[config.mk]
export PLATFORM = sky130hd
export DESIGN_NAME = periph_subsystem
export DESIGN_NICKNAME = d
export VERILOG_FILES = /design/src/hw/periph_pkg.sv /design/src/hw/periph_bus_decoder.sv /design/src/hw/periph_gpio.sv /design/src/hw/periph_pwm_timer.sv /design/src/hw/periph_soc_control.sv /design/src/hw/periph_subsystem.sv
export VERILOG_INCLUDE_DIRS = /design/src /design/src/hw
export SDC_FILE = /design/constraint.sdc
export NUM_CORES = 1
export LEC_CHECK = 0
export ABC_AREA = 1
export BUFFER_PORTS_ARGS = -buffer_cell sky130_fd_sc_hd__buf_2
export CORE_ASPECT_RATIO = 0.6
export CORE_UTILIZATION = 61
export CTS_CLUSTER_DIAMETER = 30
export CTS_CLUSTER_SIZE = 8
export DETAILED_ROUTE_END_ITERATION = 7
export GPL_TIMING_DRIVEN = 0
export MAX_ROUTING_LAYER = met4
export PLACE_DENSITY = 0.8
export SYNTH_ARGS = -nofsm -noshare
export SYNTH_HDL_FRONTEND = slang
export SYNTH_SLANG_ARGS = --single-unit
[constraint.sdc]
create_clock -name clk_i -period 3.7 [get_ports clk_i]
set_clock_uncertainty 0.2 [all_clocks]
set_input_delay 0.37 -clock clk_i [delete_from_list [all_inputs] [get_ports clk_i]]
set_output_delay 0.37 -clock clk_i [all_outputs]
set_load 0.005 [all_outputs]
[src/hw/periph_defs.svh]
/*
 * Peripheral subsystem constants
 *  - bus widths and slave count
 *  - slave indices carried in address bits 15:12
 *  - peripheral sizes and register word offsets
 */
`ifndef PERIPH_DEFS_SVH
`define PERIPH_DEFS_SVH

`define PERIPH_DATA_W      32
`define PERIPH_ADDR_W      32
`define PERIPH_REG_OFF_W   6
`define PERIPH_NUM_SLAVES  3

`define PERIPH_SLV_GPIO    0
`define PERIPH_SLV_PWM     1
`define PERIPH_SLV_SOCCTRL 2

`define PERIPH_NUM_GPIO    16
`define PERIPH_PWM_CH      4
`define PERIPH_NUM_LLC_EV  4

`define PERIPH_GPIO_DIR    6'd0
`define PERIPH_GPIO_OUT    6'd1
`define PERIPH_GPIO_IN     6'd2
`define PERIPH_PWM_PERIOD  6'd0
`define PERIPH_PWM_DUTY0   6'd1
`define PERIPH_PWM_CTRL    6'd5
`define PERIPH_SOC_CLUSTER 6'd0
`define PERIPH_SOC_LLC0    6'd1

`endif

[src/hw/periph_pkg.sv]
/*
 * Peripheral bus types
 *  - periph_addr_u: address as a raw word or as decoded fields
 *  - periph_req_t, periph_rsp_t: request and response of the bus
 *  - cluster_ctrl_t: cluster control bits
 */
`include "periph_defs.svh"

package periph_pkg;

   typedef struct packed {
      logic [`PERIPH_ADDR_W-17:0]    upper;
      logic [3:0]                    slv_idx;
      logic [3:0]                    unused;
      logic [`PERIPH_REG_OFF_W-1:0]  reg_off;
      logic [1:0]                    byte_off;
   } periph_addr_fields_t;

   typedef union packed {
      logic [`PERIPH_ADDR_W-1:0] raw;
      periph_addr_fields_t       fields;
   } periph_addr_u;

   typedef struct packed {
      logic                      write;
      periph_addr_u              addr;
      logic [`PERIPH_DATA_W-1:0] wdata;
   } periph_req_t;

   typedef struct packed {
      logic [`PERIPH_DATA_W-1:0] rdata;
      logic                      err;
   } periph_rsp_t;

   // Bit 0 is fetch enable
   typedef struct packed {
      logic rst;
      logic en_sa_boot;
      logic fetch_en;
   } cluster_ctrl_t;

endpackage

[src/hw/periph_bus_decoder.sv]
/*
 * Host port and address decoder of the peripheral bus
 *  - one transaction in flight, accept / select / respond
 *  - slave select from the address slave-index field
 *  - error response for unmapped addresses
 */
`include "periph_defs.svh"

module periph_bus_decoder
   import periph_pkg::*;
(
   input  logic                                    clk_i,
   input  logic                                    rst_i,
   input  logic                                    req_valid_i,
   output logic                                    req_ready_o,
   input  periph_req_t                             req_i,
   output logic                                    rsp_valid_o,
   input  logic                                    rsp_ready_i,
   output periph_rsp_t                             rsp_o,
   output periph_req_t                             slv_req_o,
   output logic [`PERIPH_NUM_SLAVES-1:0]           slv_sel_o,
   input  periph_rsp_t [`PERIPH_NUM_SLAVES-1:0]    slv_rsp_i
);

   typedef enum logic [1:0] {ST_IDLE, ST_SEL, ST_RSP} state_e;

   state_e                         state_q;
   periph_req_t                    req_q;
   logic [`PERIPH_NUM_SLAVES-1:0]  sel_d;
   logic [`PERIPH_NUM_SLAVES-1:0]  sel_q;
   logic                           mapped;

   assign mapped = (req_i.addr.fields.upper == '0);

   always_comb begin
      for (int s = 0; s < `PERIPH_NUM_SLAVES; s++) begin
         sel_d[s] = mapped && (req_i.addr.fields.slv_idx == 4'(s));
      end
   end

   always_ff @(posedge clk_i) begin
      if (rst_i) begin
         state_q <= ST_IDLE;
         sel_q   <= '0;
      end else begin
         case (state_q)
            ST_IDLE: begin
               if (req_valid_i) begin
                  state_q <= ST_SEL;
                  sel_q   <= sel_d;
               end
            end
            ST_SEL:  state_q <= ST_RSP;
            ST_RSP:  if (rsp_ready_i) state_q <= ST_IDLE;
            default: state_q <= ST_IDLE;
         endcase
      end
   end

   always_ff @(posedge clk_i) begin
      if (req_valid_i && req_ready_o) req_q <= req_i;
   end

   assign req_ready_o = (state_q == ST_IDLE);
   assign rsp_valid_o = (state_q == ST_RSP);
   assign slv_req_o   = req_q;
   assign slv_sel_o   = (state_q == ST_SEL) ? sel_q : '0;

   // Slave holds its response register until its next select
   always_comb begin
      rsp_o = '{rdata: '0, err: 1'b1};
      for (int s = 0; s < `PERIPH_NUM_SLAVES; s++) begin
         if (sel_q[s]) rsp_o = slv_rsp_i[s];
      end
   end

   // One select bit, matching the request seen by the peripherals
   a_sel_onehot: assert property (@(posedge clk_i) disable iff (rst_i)
      slv_sel_o != '0 |-> slv_req_o.addr.fields.upper == '0
         && slv_sel_o == `PERIPH_NUM_SLAVES'(1 << slv_req_o.addr.fields.slv_idx));

   a_rsp_hold: assert property (@(posedge clk_i) disable iff (rst_i)
      rsp_valid_o && !rsp_ready_i |=> rsp_valid_o && $stable(rsp_o));

endmodule

[src/hw/periph_gpio.sv]
/*
 * GPIO peripheral
 *  - DIR and OUT registers driving the pins
 *  - two-stage input synchronizer read through IN
 */
`include "periph_defs.svh"

module periph_gpio
   import periph_pkg::*;
#(
   parameter int unsigned NUM_GPIO = `PERIPH_NUM_GPIO
) (
   input  logic                clk_i,
   input  logic                rst_i,
   input  logic                sel_i,
   input  periph_req_t         req_i,
   output periph_rsp_t         rsp_o,
   input  logic [NUM_GPIO-1:0] gpio_i,
   output logic [NUM_GPIO-1:0] gpio_o,
   output logic [NUM_GPIO-1:0] gpio_oe_o
);

   logic [NUM_GPIO-1:0]          dir_q;
   logic [NUM_GPIO-1:0]          out_q;
   logic [NUM_GPIO-1:0]          sync1_q;
   logic [NUM_GPIO-1:0]          sync2_q;
   logic [`PERIPH_REG_OFF_W-1:0] reg_off;
   periph_rsp_t                  rsp_d;
   periph_rsp_t                  rsp_q;

   assign reg_off = req_i.addr.fields.reg_off;

   always_comb begin
      rsp_d = '0;
      case (reg_off)
         `PERIPH_GPIO_DIR: rsp_d.rdata[NUM_GPIO-1:0] = dir_q;
         `PERIPH_GPIO_OUT: rsp_d.rdata[NUM_GPIO-1:0] = out_q;
         `PERIPH_GPIO_IN: begin
            rsp_d.rdata[NUM_GPIO-1:0] = sync2_q;
            rsp_d.err = req_i.write;
         end
         default: rsp_d.err = 1'b1;
      endcase
      if (req_i.write) rsp_d.rdata = '0;
   end

   always_ff @(posedge clk_i) begin
      if (rst_i) begin
         dir_q <= '0;
         out_q <= '0;
      end else if (sel_i && req_i.write) begin
         if (reg_off == `PERIPH_GPIO_DIR) dir_q <= req_i.wdata[NUM_GPIO-1:0];
         if (reg_off == `PERIPH_GPIO_OUT) out_q <= req_i.wdata[NUM_GPIO-1:0];
      end
   end

   always_ff @(posedge clk_i) begin
      sync1_q <= gpio_i;
      sync2_q <= sync1_q;
      if (sel_i) rsp_q <= rsp_d;
   end

   assign rsp_o     = rsp_q;
   assign gpio_o    = out_q;
   assign gpio_oe_o = dir_q;

endmodule

[src/hw/periph_pwm_timer.sv]
/*
 * PWM timer
 *  - PERIOD, per-channel DUTY and CTRL registers
 *  - shared counter wrapping at PERIOD
 *  - one duty comparator per channel
 */
`include "periph_defs.svh"

module periph_pwm_timer
   import periph_pkg::*;
#(
   parameter int unsigned NUM_CH = `PERIPH_PWM_CH
) (
   input  logic              clk_i,
   input  logic              rst_i,
   input  logic              sel_i,
   input  periph_req_t       req_i,
   output periph_rsp_t       rsp_o,
   output logic [NUM_CH-1:0] pwm_o
);

   localparam int CH_W = $clog2(NUM_CH);

   logic [`PERIPH_DATA_W-1:0]              period_q;
   logic [NUM_CH-1:0][`PERIPH_DATA_W-1:0]  duty_q;
   logic                                   en_q;
   logic [`PERIPH_DATA_W-1:0]              cnt_q;
   logic [`PERIPH_REG_OFF_W-1:0]           reg_off;
   logic [`PERIPH_REG_OFF_W-1:0]           ch_off;
   logic                                   duty_hit;
   logic [CH_W-1:0]                        duty_idx;
   periph_rsp_t                            rsp_d;
   periph_rsp_t                            rsp_q;

   assign reg_off  = req_i.addr.fields.reg_off;
   assign ch_off   = reg_off - `PERIPH_PWM_DUTY0;
   assign duty_hit = (ch_off < `PERIPH_REG_OFF_W'(NUM_CH));
   assign duty_idx = ch_off[CH_W-1:0];

   always_comb begin
      rsp_d = '0;
      case (reg_off)
         `PERIPH_PWM_PERIOD: rsp_d.rdata = period_q;
         `PERIPH_PWM_CTRL:   rsp_d.rdata = {31'b0, en_q};
         default: begin
            if (duty_hit) rsp_d.rdata = duty_q[duty_idx];
            else rsp_d.err = 1'b1;
         end
      endcase
      if (req_i.write) rsp_d.rdata = '0;
   end

   always_ff @(posedge clk_i) begin
      if (rst_i) begin
         period_q <= '0;
         duty_q   <= '0;
         en_q     <= 1'b0;
      end else if (sel_i && req_i.write) begin
         if (reg_off == `PERIPH_PWM_PERIOD) period_q <= req_i.wdata;
         else if (reg_off == `PERIPH_PWM_CTRL) en_q <= req_i.wdata[0];
         else if (duty_hit) duty_q[duty_idx] <= req_i.wdata;
      end
   end

   // Counter restarts from 0 each time the timer is enabled
   always_ff @(posedge clk_i) begin
      if (rst_i || !en_q || cnt_q >= period_q) cnt_q <= '0;
      else cnt_q <= cnt_q + 32'd1;
   end

   always_ff @(posedge clk_i) begin
      if (sel_i) rsp_q <= rsp_d;
   end

   always_comb begin
      for (int n = 0; n < NUM_CH; n++) begin
         pwm_o[n] = en_q && (cnt_q < duty_q[n]);
      end
   end

   assign rsp_o = rsp_q;

   a_pwm_off: assert property (@(posedge clk_i) disable iff (rst_i)
      sel_i && req_i.write && reg_off == `PERIPH_PWM_CTRL && !req_i.wdata[0]
      |=> pwm_o == '0);

endmodule

[src/hw/periph_soc_control.sv]
/*
 * SoC control peripheral
 *  - CLUSTER register with fetch enable, standalone boot and reset
 *  - saturating counters for the LLC events, cleared by a write
 */
`include "periph_defs.svh"

module periph_soc_control
   import periph_pkg::*;
(
   input  logic                          clk_i,
   input  logic                          rst_i,
   input  logic                          sel_i,
   input  periph_req_t                   req_i,
   output periph_rsp_t                   rsp_o,
   // Read hit, read miss, write hit, write miss
   input  logic [`PERIPH_NUM_LLC_EV-1:0] llc_event_i,
   output cluster_ctrl_t                 cluster_ctrl_o
);

   localparam int EV_W = $clog2(`PERIPH_NUM_LLC_EV);

   cluster_ctrl_t                                     cluster_q;
   logic [`PERIPH_NUM_LLC_EV-1:0][`PERIPH_DATA_W-1:0] cnt_q;
   logic [`PERIPH_NUM_LLC_EV-1:0]                     clr;
   logic [`PERIPH_REG_OFF_W-1:0]                      reg_off;
   logic [`PERIPH_REG_OFF_W-1:0]                      ev_off;
   logic                                              llc_hit;
   logic [EV_W-1:0]                                   llc_idx;
   periph_rsp_t                                       rsp_d;
   periph_rsp_t                                       rsp_q;

   assign reg_off = req_i.addr.fields.reg_off;
   assign ev_off  = reg_off - `PERIPH_SOC_LLC0;
   assign llc_hit = (ev_off < `PERIPH_REG_OFF_W'(`PERIPH_NUM_LLC_EV));
   assign llc_idx = ev_off[EV_W-1:0];

   always_comb begin
      rsp_d = '0;
      if (reg_off == `PERIPH_SOC_CLUSTER) rsp_d.rdata = {29'b0, cluster_q};
      else if (llc_hit) rsp_d.rdata = cnt_q[llc_idx];
      else rsp_d.err = 1'b1;
      if (req_i.write) rsp_d.rdata = '0;
   end

   always_comb begin
      clr = '0;
      if (sel_i && req_i.write && llc_hit) clr[llc_idx] = 1'b1;
   end

   always_ff @(posedge clk_i) begin
      if (rst_i) begin
         cluster_q <= '{rst: 1'b1, en_sa_boot: 1'b0, fetch_en: 1'b0};
      end else if (sel_i && req_i.write && reg_off == `PERIPH_SOC_CLUSTER) begin
         cluster_q <= cluster_ctrl_t'(req_i.wdata[2:0]);
      end
   end

   // Clear from the bus wins over an event in the same cycle
   always_ff @(posedge clk_i) begin
      if (rst_i) begin
         cnt_q <= '0;
      end else begin
         for (int k = 0; k < `PERIPH_NUM_LLC_EV; k++) begin
            if (clr[k]) cnt_q[k] <= '0;
            else if (llc_event_i[k] && cnt_q[k] != '1) cnt_q[k] <= cnt_q[k] + 32'd1;
         end
      end
   end

   always_ff @(posedge clk_i) begin
      if (sel_i) rsp_q <= rsp_d;
   end

   assign rsp_o          = rsp_q;
   assign cluster_ctrl_o = cluster_q;

endmodule

[src/hw/periph_subsystem.sv]
/*
 * Peripheral subsystem top level
 *  - bus decoder on the host port
 *  - GPIO, PWM timer and SoC control on the peripheral bus
 */
`include "periph_defs.svh"

module periph_subsystem
   import periph_pkg::*;
(
   input  logic                          clk_i,
   input  logic                          rst_i,
   input  logic                          req_valid_i,
   output logic                          req_ready_o,
   input  periph_req_t                   req_i,
   output logic                          rsp_valid_o,
   input  logic                          rsp_ready_i,
   output periph_rsp_t                   rsp_o,
   input  logic [`PERIPH_NUM_GPIO-1:0]   gpio_i,
   output logic [`PERIPH_NUM_GPIO-1:0]   gpio_o,
   output logic [`PERIPH_NUM_GPIO-1:0]   gpio_oe_o,
   output logic [`PERIPH_PWM_CH-1:0]     pwm_o,
   input  logic [`PERIPH_NUM_LLC_EV-1:0] llc_event_i,
   output cluster_ctrl_t                 cluster_ctrl_o
);

   periph_req_t                                slv_req;
   logic [`PERIPH_NUM_SLAVES-1:0]              slv_sel;
   periph_rsp_t [`PERIPH_NUM_SLAVES-1:0]       slv_rsp;

   periph_bus_decoder i_decoder (
      .clk_i       (clk_i),
      .rst_i       (rst_i),
      .req_valid_i (req_valid_i),
      .req_ready_o (req_ready_o),
      .req_i       (req_i),
      .rsp_valid_o (rsp_valid_o),
      .rsp_ready_i (rsp_ready_i),
      .rsp_o       (rsp_o),
      .slv_req_o   (slv_req),
      .slv_sel_o   (slv_sel),
      .slv_rsp_i   (slv_rsp)
   );

   periph_gpio #(.NUM_GPIO(`PERIPH_NUM_GPIO)) i_gpio (
      .clk_i     (clk_i),
      .rst_i     (rst_i),
      .sel_i     (slv_sel[`PERIPH_SLV_GPIO]),
      .req_i     (slv_req),
      .rsp_o     (slv_rsp[`PERIPH_SLV_GPIO]),
      .gpio_i    (gpio_i),
      .gpio_o    (gpio_o),
      .gpio_oe_o (gpio_oe_o)
   );

   periph_pwm_timer #(.NUM_CH(`PERIPH_PWM_CH)) i_pwm_timer (
      .clk_i (clk_i),
      .rst_i (rst_i),
      .sel_i (slv_sel[`PERIPH_SLV_PWM]),
      .req_i (slv_req),
      .rsp_o (slv_rsp[`PERIPH_SLV_PWM]),
      .pwm_o (pwm_o)
   );

   periph_soc_control i_soc_control (
      .clk_i          (clk_i),
      .rst_i          (rst_i),
      .sel_i          (slv_sel[`PERIPH_SLV_SOCCTRL]),
      .req_i          (slv_req),
      .rsp_o          (slv_rsp[`PERIPH_SLV_SOCCTRL]),
      .llc_event_i    (llc_event_i),
      .cluster_ctrl_o (cluster_ctrl_o)
   );

endmodule

==> flow_summary.ini <==
[drt]
drt_first_pass_iters = 8
wl_per_cell_um = 22.1
wirelength_um = 110000
drcViolationCount = 1
drt_iter0_drc = 4966
drtAntennaViolNets = 0
vias = 30277
drt-vias-per-instance = 6.05

[floorplan]
die_area_mm2 = 0.0479
num_io_pins = 163
fp.dieH_um = 170
fp-row-count = 61
die_w_um = 282
core_mm2 = 0.0463
initial_core_util_pct = 61.9

[clock_tree]
numCtsBuffers = 93
path_clk_slew_ps = 50
cts_tree = built
cts.root.buffer_cell = clkbuf_16
postCtsSetupBuffers = 0
cts_sinks = 515
clock_latency_ps = 640
clk_path_buf_depth = 3
cts_max_level = 3

[yosys]
synth_top_family_by_area = simple AND/OR/NAND/NOR gates
synth_compound_area_share_pct = 15.3
async_reset_ff_share_pct = 0
synth-xor-area-share_pct = 2.72
synth_area_per_cell_um2 = 7.22
synth_area_leaders = dfxtp_1, edfxtp_1, nand2_1, ha_1, nor2_1
yosysSeqAreaShare_pct = 40.2
synth-simple-area-share_pct = 26.3
yosysWarningCount = 0
netlist_instances = 3973
yosysTopAreaCellShare_pct = 27.4
synth_top_cell_by_area = dfxtp_1
ys_ff_latch = 515
yosys.area_share.adder_pct = 7.24
synth.distinct_cells = 48
syn-num-nets = 4228
ys.flop_type = dfxtp_1
synth_edf_count = 122
synth.area.mux_share_pct = 0
syn_area_mm2 = 0.0287

[timing]
period_needed_ps = 3680
tightest_slew_ps = 1010
final_hold_viol_count = 0
rsz0062_at_grt = false
setup_violations = 0
maxSlewViolCount = 0
holdWs_ps = 124
period_share_pct = 99.6
timing.fmax_mhz = 271
relSlewSlack_pct = 32.5

[finish]
num-nets-final = 4552
final_common_cell = nand2_1
fin_area_mm2 = 0.0342
layout_common_cells = nand2_1, nor2_1, dfxtp_1, a21oi_1, inv_1
layout-drive-gt1-share_pct = 9.89
syn_to_final_growth_pct = 19.3
n_fill_cell = 3664

[worst_hold_path]
hold_class = register to register
hold_end = i_gpio.sync2_q[15]$_DFF_P_
hold_path.startpoint = i_gpio.sync1_q[15]$_DFF_P_
whs_path_depth = 0

[critical_path]
timing.rr.start = i_decoder.slv_req_o[34]$_DFFE_PP_
cpLargestDelayFamily = buffers and inverters
critPathKind = register to register
cpMaxStageDelayCell = clkbuf_1
critical_path.cell_chain = buf_4 -> inv_6 -> clkbuf_1 -> ha_1 -> clkbuf_1 -> buf_2 -> a21oi_1 -> o21ai_0 -> nand2_1 -> nand2_1 -> a21oi_1
crit_buf_inv = 5
required_ps = 3840
worstSetupEndpointType = register
worstPathArrival_ps = 3830
slowest_delay_ps = 590
worst-r2r-cell-count = 11
r2r-end = i_pwm_timer.rsp_o[26]$_SDFFCE_PP0P_
startpoint_type = register
r2r_slack_ps = 20
critical_path.max_fanout = 11

[place]
dp_hpwl_um = 81800
gp_congestion = 1.09
port_buffers = 155
placed_area_mm2 = 0.0303

[grt]
grt_max_degree = 35
antenna_found_initial = 4
grt_pass1_vias = 26972
grt_first_pass_wirelength_um = 162000
use_met1_pct = 67.6
grt_remaining_overflow = 0
grt_use_met2_pct = 56.5
grt.busiest_layer = met1
grt_util_met3_pct = 19.8
grt_usage_pct = 46.7

[power]
pwr-share-comb_pct = 5.1
power_density_mw_per_mm2 = 451
swShare_pct = 24.2
ir_worst_vdd_mv = 0.510
netSwitchingPower_mw = 3.74
p_leak_nw = 13.3
p_int_mw = 11.7
pwr-share-clk_pct = 56.6
p_seq_share_pct = 38.3

[status]
violations = DRC
status = finished with violations

[job]
cap_violations = 0
==> flip-flops by register name, summed over array words and instances (netlist names) <==
name,count
i_decoder.sel_q,3
i_decoder.slv_req_o,39
i_decoder.state_q,2
i_gpio.gpio_o,16
i_gpio.gpio_oe_o,16
i_gpio.rsp_o,17
i_gpio.sync1_q,16
i_gpio.sync2_q,16
i_pwm_timer.cnt_q,32
i_pwm_timer.duty_q,128
i_pwm_timer.en_q,1
i_pwm_timer.period_q,32
i_pwm_timer.rsp_o,33
i_soc_control.cluster_ctrl_o,3
i_soc_control.cnt_q,128
i_soc_control.rsp_o,33
==> layout make-up <==
class / count / area [um2] / share of cell area (%)
clock buffers: 130 / 2620 / 7.66
inverters: 368 / 1390 / 4.05
multi-input cells: 2909 / 14800 / 43.3
plain buffers: 181 / 955 / 2.79
repair buffers: 229 / 1540 / 4.49
clock inverters: 38 / 563 / 1.65
flip-flops and latches: 515 / 11500 / 33.7
well taps: 630 / 788 / 2.30
diodes: 2 / 5.00 / 0.0146
==> worst max-delay path by stage <==
stage / slack, ps / cells past startpoint / to / from
3_5_place_dp: 50 / 11 / i_pwm_timer.rsp_o[25]$_SDFFCE_PP0P_ / i_decoder.slv_req_o[34]$_DFFE_PP_
6_report: 20 / 11 / i_pwm_timer.rsp_o[26]$_SDFFCE_PP0P_ / i_decoder.slv_req_o[34]$_DFFE_PP_
3_3_place_gp: -640 / 10 / i_pwm_timer.duty_q[7]$_SDFFE_PP0P_ / i_decoder.sel_q[1]$_SDFFE_PP0P_
5_1_grt: 8 / 11 / i_pwm_timer.rsp_o[25]$_SDFFCE_PP0P_ / i_decoder.slv_req_o[34]$_DFFE_PP_
2_1_floorplan: 440 / 10 / i_pwm_timer.duty_q[55]$_SDFFE_PP0P_ / i_decoder.sel_q[1]$_SDFFE_PP0P_
4_1_cts: 3 / 11 / i_pwm_timer.rsp_o[21]$_SDFFCE_PP0P_ / i_decoder.slv_req_o[34]$_DFFE_PP_
==> per-stage QoR <==
step                TNS [ps]  power, mW  std cells  util, %  setup slack [ps]
CTS                        0       15.3       5000     73.8              2.70
global placement      -91790       6.67       4758     65.3              -642
global route               0       15.7       5002     73.8              8.22
finish                     0       15.4       5002     73.8              16.5
detailed placement         0       6.68       4760     65.4              45.9
floorplan                  0       6.36       3973        -               437
==> worst register-to-register path, cell delays in order, from the launching register on <==
cell and delay, ps:
edfxtp_1 500, buf_4 230, inv_6 120, clkbuf_1 490
ha_1 290, clkbuf_1 590, buf_2 440, a21oi_1 90
o21ai_0 230, nand2_1 90, nand2_1 80, a21oi_1 60
==> synthesized netlist by cell type (17+ instances only) <==
master / n
xor2_1: 72
edfxtp_1: 122
nor3_1: 195
nand2_1: 940
buf_6: 19
buf_2: 22
inv_1: 354
o21ai_0: 329
xnor2_1: 17
nor2_1: 506
o21ai_1: 34
buf_4: 20
dfxtp_1: 393
nand3_1: 86
a31oi_1: 18
a21oi_1: 377
ha_1: 166
clkbuf_1: 104
nand4_1: 37
==> power by group through the flow <==
stage	Clock, mW	Sequential [mW]	Combinational [mW]
after floorplan	0	5.96	0.400
after global placement	0	6.01	0.665
after detailed placement	0	6.01	0.676
final	8.73	5.91	0.783
after global routing	8.96	5.90	0.816
after CTS	8.68	5.90	0.735
==> cell families after synthesis <==
logic type | Yosys count
AND/OR/NAND/NOR | 1824
AO/OA/AOI/OAI | 830
buffers and inverters | 549
flip-flops | 515
adder cells (fa/ha/maj) | 166
XOR/XNOR | 89
==> layer usage <==
| metal | wire length [um] | vias up |
|---|---|---|
| met5 | 0 | - |
| met4 | 3660 | 0 |
| met3 | 21000 | 302 |
| met2 | 39500 | 2374 |
| met1 | 46200 | 13827 |
| li1 | - | 13774 |
==> timing repair <==
item	4_1_cts	5_1_grt
hold buffers	72	0
resized for setup	1	1
endpoints found under the setup margin	3	10
endpoints found under the hold margin	73	0
Note: power is estimated with default switching activity, not from simulation.
